## src/design/soc_pkg.sv

```systemverilog
package soc_pkg;

  typedef logic [31:0] addr_t;   // byte address
  typedef logic [31:0] data_t;   // bus data word
  typedef logic [3:0]  sel_t;    // one bit per byte lane
  typedef logic [1:0]  region_t; // top two address bits

  // request from master to target
  typedef struct packed {
    logic  cyc;
    logic  stb;
    logic  we;
    addr_t adr;
    data_t dat;
    sel_t  sel;
  } wb_req_t;

  // response from target to master
  typedef struct packed {
    logic  ack;
    logic  err;
    data_t dat;
  } wb_rsp_t;

  // address map, one region per quarter of the address space
  localparam region_t REGION_RAM = 2'd0; // 0x0000_0000
  localparam region_t REGION_LED = 2'd2; // 0x8000_0000
  localparam region_t REGION_KEY = 2'd3; // 0xC000_0000

  // idle values for bus structs
  localparam wb_req_t WB_REQ_IDLE = '{
    cyc: 1'b0,
    stb: 1'b0,
    we:  1'b0,
    adr: '0,
    dat: '0,
    sel: '0
  };

  localparam wb_rsp_t WB_RSP_IDLE = '{
    ack: 1'b0,
    err: 1'b0,
    dat: '0
  };

endpackage

```

## src/design/bus_decoder.sv

```systemverilog
`timescale 1ns/1ps

module bus_decoder (
  input  logic             clk,
  input  logic             rst_i,
  input  soc_pkg::wb_req_t host_i,
  output soc_pkg::wb_rsp_t host_o,
  output soc_pkg::wb_req_t ram_o,
  input  soc_pkg::wb_rsp_t ram_i,
  output soc_pkg::wb_req_t led_o,
  input  soc_pkg::wb_rsp_t led_i,
  output soc_pkg::wb_req_t key_o,
  input  soc_pkg::wb_rsp_t key_i
);

  import soc_pkg::*;

  region_t region;
  logic    sel_ram;
  logic    sel_led;
  logic    sel_key;
  logic    sel_none;
  logic    err_q;

  assign region   = host_i.adr[31:30];
  assign sel_ram  = (region == REGION_RAM);
  assign sel_led  = (region == REGION_LED);
  assign sel_key  = (region == REGION_KEY);
  assign sel_none = ~(sel_ram | sel_led | sel_key);

  // all targets see the same request, only the selected one gets stb
  always_comb
  begin
    ram_o     = host_i;
    led_o     = host_i;
    key_o     = host_i;
    ram_o.stb = host_i.stb & sel_ram;
    led_o.stb = host_i.stb & sel_led;
    key_o.stb = host_i.stb & sel_key;
  end

  // unmapped region answers like a target would, one cycle later
  always_ff @(posedge clk)
  begin
    if (rst_i)
    begin
      err_q <= 1'b0;
    end
    else
    begin
      err_q <= host_i.cyc & host_i.stb & sel_none & ~err_q;
    end
  end

  // idle targets drive zeros, so a plain OR merges them
  always_comb
  begin
    host_o     = WB_RSP_IDLE;
    host_o.ack = ram_i.ack | led_i.ack | key_i.ack;
    host_o.err = ram_i.err | led_i.err | key_i.err | err_q;
    host_o.dat = ram_i.dat | led_i.dat | key_i.dat;
  end

endmodule

```

## src/design/scratch_ram.sv

```systemverilog
`timescale 1ns/1ps

module scratch_ram #(
  parameter int RAM_WORDS = 64
) (
  input  logic             clk,
  input  logic             rst_i,
  input  soc_pkg::wb_req_t bus_i,
  output soc_pkg::wb_rsp_t bus_o
);

  import soc_pkg::*;

  localparam int IDX_W = $clog2(RAM_WORDS);

  data_t            mem [RAM_WORDS];
  logic [IDX_W-1:0] idx;
  logic             hit;
  logic             ack_q;
  data_t            rdata_q;

  assign idx = bus_i.adr[IDX_W+1:2]; // word index, wraps at the depth
  assign hit = bus_i.cyc & bus_i.stb & ~ack_q;

  always_ff @(posedge clk)
  begin
    if (rst_i)
    begin
      ack_q <= 1'b0;
    end
    else
    begin
      ack_q <= hit;
    end
  end

  always_ff @(posedge clk)
  begin
    if (hit & bus_i.we)
    begin
      for (int b = 0; b < 4; b++)
      begin
        if (bus_i.sel[b])
        begin
          mem[idx][b*8 +: 8] <= bus_i.dat[b*8 +: 8];
        end
      end
    end
    if (hit)
    begin
      rdata_q <= mem[idx];
    end
  end

  assign bus_o.ack = ack_q;
  assign bus_o.err = 1'b0;
  assign bus_o.dat = ack_q ? rdata_q : '0; // quiet when not acking
endmodule

```

## src/design/led_port.sv

```systemverilog
`timescale 1ns/1ps

module led_port #(
  parameter int LED_WIDTH = 5
) (
  input  logic                 clk,
  input  logic                 rst_i,
  input  soc_pkg::wb_req_t     bus_i,
  output soc_pkg::wb_rsp_t     bus_o,
  output logic [LED_WIDTH-1:0] pins_o
);

  import soc_pkg::*;

  logic                 hit;
  logic                 ack_q;
  logic [LED_WIDTH-1:0] led_q;

  assign hit = bus_i.cyc & bus_i.stb & ~ack_q; // whole region maps to one register

  always_ff @(posedge clk)
  begin
    if (rst_i)
    begin
      ack_q <= 1'b0;
      led_q <= '0;
    end
    else
    begin
      ack_q <= hit;
      if (hit & bus_i.we & bus_i.sel[0])
      begin
        led_q <= bus_i.dat[LED_WIDTH-1:0];
      end
    end
  end

  assign pins_o    = led_q;
  assign bus_o.ack = ack_q;
  assign bus_o.err = 1'b0;
  assign bus_o.dat = ack_q ? data_t'(led_q) : '0;
endmodule

```

## src/design/key_port.sv

```systemverilog
`timescale 1ns/1ps

module key_port #(
  parameter int KEY_WIDTH = 2
) (
  input  logic                 clk,
  input  logic                 rst_i,
  input  soc_pkg::wb_req_t     bus_i,
  output soc_pkg::wb_rsp_t     bus_o,
  input  logic [KEY_WIDTH-1:0] pins_i
);

  import soc_pkg::*;

  logic [KEY_WIDTH-1:0] sync1_q;
  logic [KEY_WIDTH-1:0] sync2_q;
  logic [KEY_WIDTH-1:0] pressed;
  logic [KEY_WIDTH-1:0] pressed_q;
  logic [KEY_WIDTH-1:0] flags_q;
  logic [KEY_WIDTH-1:0] clr;
  logic                 hit;
  logic                 ack_q;
  data_t                rdata;

  assign pressed = ~sync2_q; // pins are active low
  assign hit     = bus_i.cyc & bus_i.stb & ~ack_q;
  assign clr     = (hit & bus_i.we & bus_i.sel[1]) ? bus_i.dat[8 +: KEY_WIDTH] : '0;

  always_ff @(posedge clk)
  begin
    if (rst_i)
    begin
      sync1_q   <= '1; // released
      sync2_q   <= '1;
      pressed_q <= '0;
      flags_q   <= '0;
      ack_q     <= 1'b0;
    end
    else
    begin
      sync1_q   <= pins_i;
      sync2_q   <= sync1_q;
      pressed_q <= pressed;
      flags_q   <= (flags_q & ~clr) | (pressed & ~pressed_q); // new press wins over clear
      ack_q     <= hit;
    end
  end

  always_comb
  begin
    rdata                    = '0;
    rdata[KEY_WIDTH-1:0]     = pressed;
    rdata[8 +: KEY_WIDTH]    = flags_q;
  end

  // read data taken at the ack edge, live level otherwise would glitch the OR
  data_t rdata_q;

  always_ff @(posedge clk)
  begin
    if (hit)
    begin
      rdata_q <= rdata;
    end
  end

  assign bus_o.ack = ack_q;
  assign bus_o.err = 1'b0;
  assign bus_o.dat = ack_q ? rdata_q : '0;
endmodule

```

## src/design/soc_top.sv

```systemverilog
`timescale 1ns/1ps

module soc_top #(
  parameter int RAM_WORDS = 64,
  parameter int LED_WIDTH = 5,
  parameter int KEY_WIDTH = 2
) (
  input  logic                 clk,
  input  logic                 rst_i,
  input  soc_pkg::wb_req_t     bus_i,
  output soc_pkg::wb_rsp_t     bus_o,
  input  logic [KEY_WIDTH-1:0] keys_i,
  output logic [LED_WIDTH-1:0] led_o
);

  import soc_pkg::*;

  wb_req_t ram_req;
  wb_rsp_t ram_rsp;
  wb_req_t led_req;
  wb_rsp_t led_rsp;
  wb_req_t key_req;
  wb_rsp_t key_rsp;

  bus_decoder u_decoder (
    .clk    (clk),
    .rst_i  (rst_i),
    .host_i (bus_i),
    .host_o (bus_o),
    .ram_o  (ram_req),
    .ram_i  (ram_rsp),
    .led_o  (led_req),
    .led_i  (led_rsp),
    .key_o  (key_req),
    .key_i  (key_rsp)
  );

  scratch_ram #(.RAM_WORDS(RAM_WORDS)) u_ram (
    .clk   (clk),
    .rst_i (rst_i),
    .bus_i (ram_req),
    .bus_o (ram_rsp)
  );

  led_port #(.LED_WIDTH(LED_WIDTH)) u_led (
    .clk    (clk),
    .rst_i  (rst_i),
    .bus_i  (led_req),
    .bus_o  (led_rsp),
    .pins_o (led_o)
  );

  key_port #(.KEY_WIDTH(KEY_WIDTH)) u_key (
    .clk    (clk),
    .rst_i  (rst_i),
    .bus_i  (key_req),
    .bus_o  (key_rsp),
    .pins_i (keys_i)
  );

endmodule

```

## config.mk

```make
export PLATFORM = sky130hd
export DESIGN_NAME = soc_top
export DESIGN_NICKNAME = d
export VERILOG_FILES = /design/src/design/soc_pkg.sv /design/src/design/bus_decoder.sv /design/src/design/scratch_ram.sv /design/src/design/led_port.sv /design/src/design/key_port.sv /design/src/design/soc_top.sv
export SDC_FILE = /design/constraint.sdc
export NUM_CORES = 2
export LEC_CHECK = 0
export ABC_AREA = 1
export BUFFER_PORTS_ARGS = -buffer_cell sky130_fd_sc_hd__buf_2
export CORE_ASPECT_RATIO = 2
export CORE_MARGIN = 1
export CORE_UTILIZATION = 35
export DETAILED_ROUTE_END_ITERATION = 8
export SYNTH_ARGS = -nofsm -noshare
export SYNTH_HDL_FRONTEND = slang
export SYNTH_SLANG_ARGS = --single-unit
```

## constraint.sdc

```tcl
create_clock -name clk -period 8.4 [get_ports clk]
set_clock_uncertainty 0.1 [all_clocks]
set_input_delay 1.68 -clock clk [delete_from_list [all_inputs] [get_ports clk]]
set_output_delay 1.68 -clock clk [all_outputs]
set_load 0.01 [all_outputs]
```

==> results.json <==
{
  "synth_area_leaders": "edfxtp_1, nand2_1, nor2_1",
  "drt-total-wl_mm": 263,
  "fin_util": 0.387,
  "rsz0062_at_grt": "false",
  "synth_top_area_share": 0.703,
  "place_inst": 11900,
  "run_status": "finished clean",
  "grt-ovfl-total": 0,
  "synth_compound_area_frac": 0.00202,
  "crit_path_start": "bus_i[40]",
  "r2r-start": "u_ram.ack_q$_SDFF_PP0_",
  "synth_fa_ha_area_frac": 0,
  "crit_type": "primary input to register",
  "grt_max_degree": 200,
  "crit_path_frequent_cell": "nor2_2",
  "core_region_area_um2": 253000,
  "min_path_cells": 1,
  "tns_ns": 0,
  "place_ws_ns": 2.96,
  "syn_nets": 8948,
  "post_cts_buffers": 0,
  "ys_warn_count": 0,
  "ios": 114,
  "finalCriticalPeriod_ns": 4.74,
  "cellPowerDensity_nw_per_um2": 215,
  "h-tree-depth": 4,
  "worst_pin_slew_ns": 1.14,
  "syn-mean-instance-area_um2": 10.0,
  "rows": 261,
  "leakage_nw": 40.1,
  "synth_simple_gate_area_frac": 0.263,
  "clkSinkCount": 2101,
  "finalCritPeriodShare": 0.564,
  "final_area_um2": 97900,
  "synth-seq-cells": 2101,
  "use_met3": 0.0236,
  "whs_endpoint": "u_key.sync2_q[0]$_SDFF_PP1_",
  "crit_chain": "buf_8, inv_8, nor2_2, inv_2, nor2_2, nand2_1, nor2_1",
  "detail_route.wl_per_cell_um": 21.6,
  "start_kind": "primary input",
  "num_vias": 59600,
  "die_h_um": 715,
  "relSlewSlack": 0.237,
  "synth_top_family_by_area": "simple AND/OR/NAND/NOR gates",
  "r2r_slack_ns": 4.56,
  "drtIter0Drc": 5453,
  "fill_cells": 24500,
  "vias_per_cell": 4.88,
  "reg2regPathDepth": 7,
  "hold_viol": 0,
  "max_freq_ghz": 0.211,
  "start_util": 0.352,
  "grt.busiest_layer": "met2",
  "finalWeightedCongestion": 0.861,
  "die_w_um": 359,
  "synthXorXnorAreaFrac": 0,
  "fin_nets": 8849,
  "hold_start": "u_key.sync1_q[0]$_SDFF_PP1_",
  "fin_ws_ns": 3.66,
  "ir_worst_vdd_v": 0.000173,
  "crit_slowest_cell": "nor2_1",
  "cts_resized": 0,
  "met1_usage": 0.226,
  "clk_latency_ns": 0.89,
  "grt_util_met2": 0.350,
  "first_pass_iters": 8,
  "syn_area_um2": 89100,
  "clock-root-buffer": "clkbuf_16",
  "placed_cell_area_um2": 92200,
  "port_buffers": 89,
  "grt_pass1_vias": 58300,
  "path_max_fanout": 71,
  "cts_buffer_depth": 4,
  "hpwl_mm": 160,
  "antenna_found_initial": 10,
  "cts_made_buffers": 182,
  "drc_errors": 0,
  "ys_types": 25,
  "cts_tree": "done",
  "r2r-end": "u_ram.mem[44][24]$_DFFE_PP_",
  "synth_top_area_cell": "edfxtp_1",
  "crit_path_max_incr_delay_ns": 0.90,
  "layoutNonFillerInstCount": 12200,
  "setup_viol": 0,
  "muxShareOfSynthArea": 0,
  "worstPathRequired_ns": 8.79,
  "cp.arrival_ns": 5.13,
  "maxSlewViolCount": 0,
  "ctsHoldBuffers": 0,
  "grt_pass1_wl_mm": 381,
  "drtAntennaViolNets": 0,
  "syn_inst": 8873,
  "dieArea_um2": 257000,
  "drive_gt1_frac": 0.0526,
  "grtUsageTotal": 0.203,
  "clkSlewWorstSetupHoldPaths_ns": 0.07,
  "seq_area_frac_synth": 0.707,
  "worstHoldPathType": "register to register",
  "area_delta_synth_final_pct": 9.90,
  "end_kind": "register",
  "drv_cap": 0
}
-- worst max-delay path by stage --
stage | end | slack [ns]
finish | u_ram.mem[5][14]$_DFFE_PP_ | 3.66
global placement | u_ram.mem[13][22]$_DFFE_PP_ | 3.00
floorplan | u_ram.mem[57][0]$_DFFE_PP_ | 3.58
global route | u_ram.mem[2][2]$_DFFE_PP_ | 3.69
detailed placement | u_ram.mem[13][22]$_DFFE_PP_ | 2.96
CTS | u_ram.mem[13][20]$_DFFE_PP_ | 3.84
-- cell usage in the layout, fill, tap and decap left out, types with 7 or more instances in the layout --
master | Yosys | routed
buf_4 | 36 | 79
a21oi_1 | 7 | 7
clkbuf_1 | 128 | 27
edfxtp_1 | 2084 | 2084
clkinv_1 | 0 | 40
clkbuf_16 | 0 | 187
nor3_2 | 1 | 8
diode_2 | 0 | 7
clkinv_2 | 0 | 40
nand3_1 | 8 | 8
nor2_1 | 341 | 341
dfxtp_1 | 17 | 16
bufinv_16 | 0 | 13
nand2_1 | 5833 | 5832
nor2_2 | 12 | 12
buf_12 | 0 | 7
o21ai_0 | 9 | 9
inv_1 | 58 | 58
buf_2 | 252 | 86
o211ai_1 | 7 | 7
-- report_power, final --
| part | switching (mW) | internal (mW) | total [mW] |
|---|---|---|---|
| logic | 0.994 | 0.269 | 1.26 |
| clock network | 3.80 | 4.49 | 8.29 |
| registers | 0.00648 | 11.5 | 11.5 |
| total | 4.80 | 16.3 | 21.1 |
-- flip-flops by register name (all words and copies together) (netlist names), 2 cells and up --
signal / count
u_key.sync1_q: 2
u_ram.mem: 2048
u_key.rdata_q: 4
u_key.sync2_q: 2
u_ram.rdata_q: 32
u_led.pins_o: 5
u_key.pressed_q: 2
u_key.flags_q: 2
-- metrics by stage --
step	power (mW)	hold slack, ns
2_1_floorplan	12.5	0.289
3_3_place_gp	13.0	0.300
3_5_place_dp	13.0	0.298
4_1_cts	21.2	0.315
5_1_grt	21.6	0.325
6_report	21.1	0.314
-- synth_stat cells, drive strengths merged --
| cell type | n |
|---|---|
| a21oi | 7 |
| a22o | 2 |
| buf | 330 |
| clkbuf | 128 |
| dfxtp | 17 |
| edfxtp | 2084 |
| inv | 65 |
| nand2 | 5836 |
| nand3 | 8 |
| nor2 | 353 |
| nor3 | 10 |
| nor4 | 1 |
| o211ai | 7 |
| o21ai | 15 |
| or2 | 10 |
-- area by class of cell --
cell class | instances | area (um2) | share of cell area
clock buffer | 216 | 4810 | 0.0491
tap | 3287 | 4110 | 0.0420
clock inverter | 107 | 861 | 0.00880
inverter | 65 | 284 | 0.00290
antenna | 7 | 17.5 | 0.000179
sequential | 2101 | 62900 | 0.643
timing repair buffer | 175 | 1210 | 0.0123
multi-input combinational | 6249 | 23700 | 0.242
-- per-layer routing --
layer	wire length, um	part of all wire
met5	85	0.00032
met4	22400	0.085
met3	15800	0.060
met2	131000	0.50
met1	93600	0.36
-- worst max-delay path, delay by kind of cell --
| family | cells | cell delay (ns) |
|---|---|---|
| simple gates | 4 | 2.40 |
| buf+inv | 3 | 0.82 |
-- cell families after synthesis --
group | Yosys count
AO/OA/AOI/OAI | 31
buffers and inverters | 523
flip-flops | 2101
AND/OR/NAND/NOR | 6218
No activity file was read; power rests on OpenSTA's default activity.
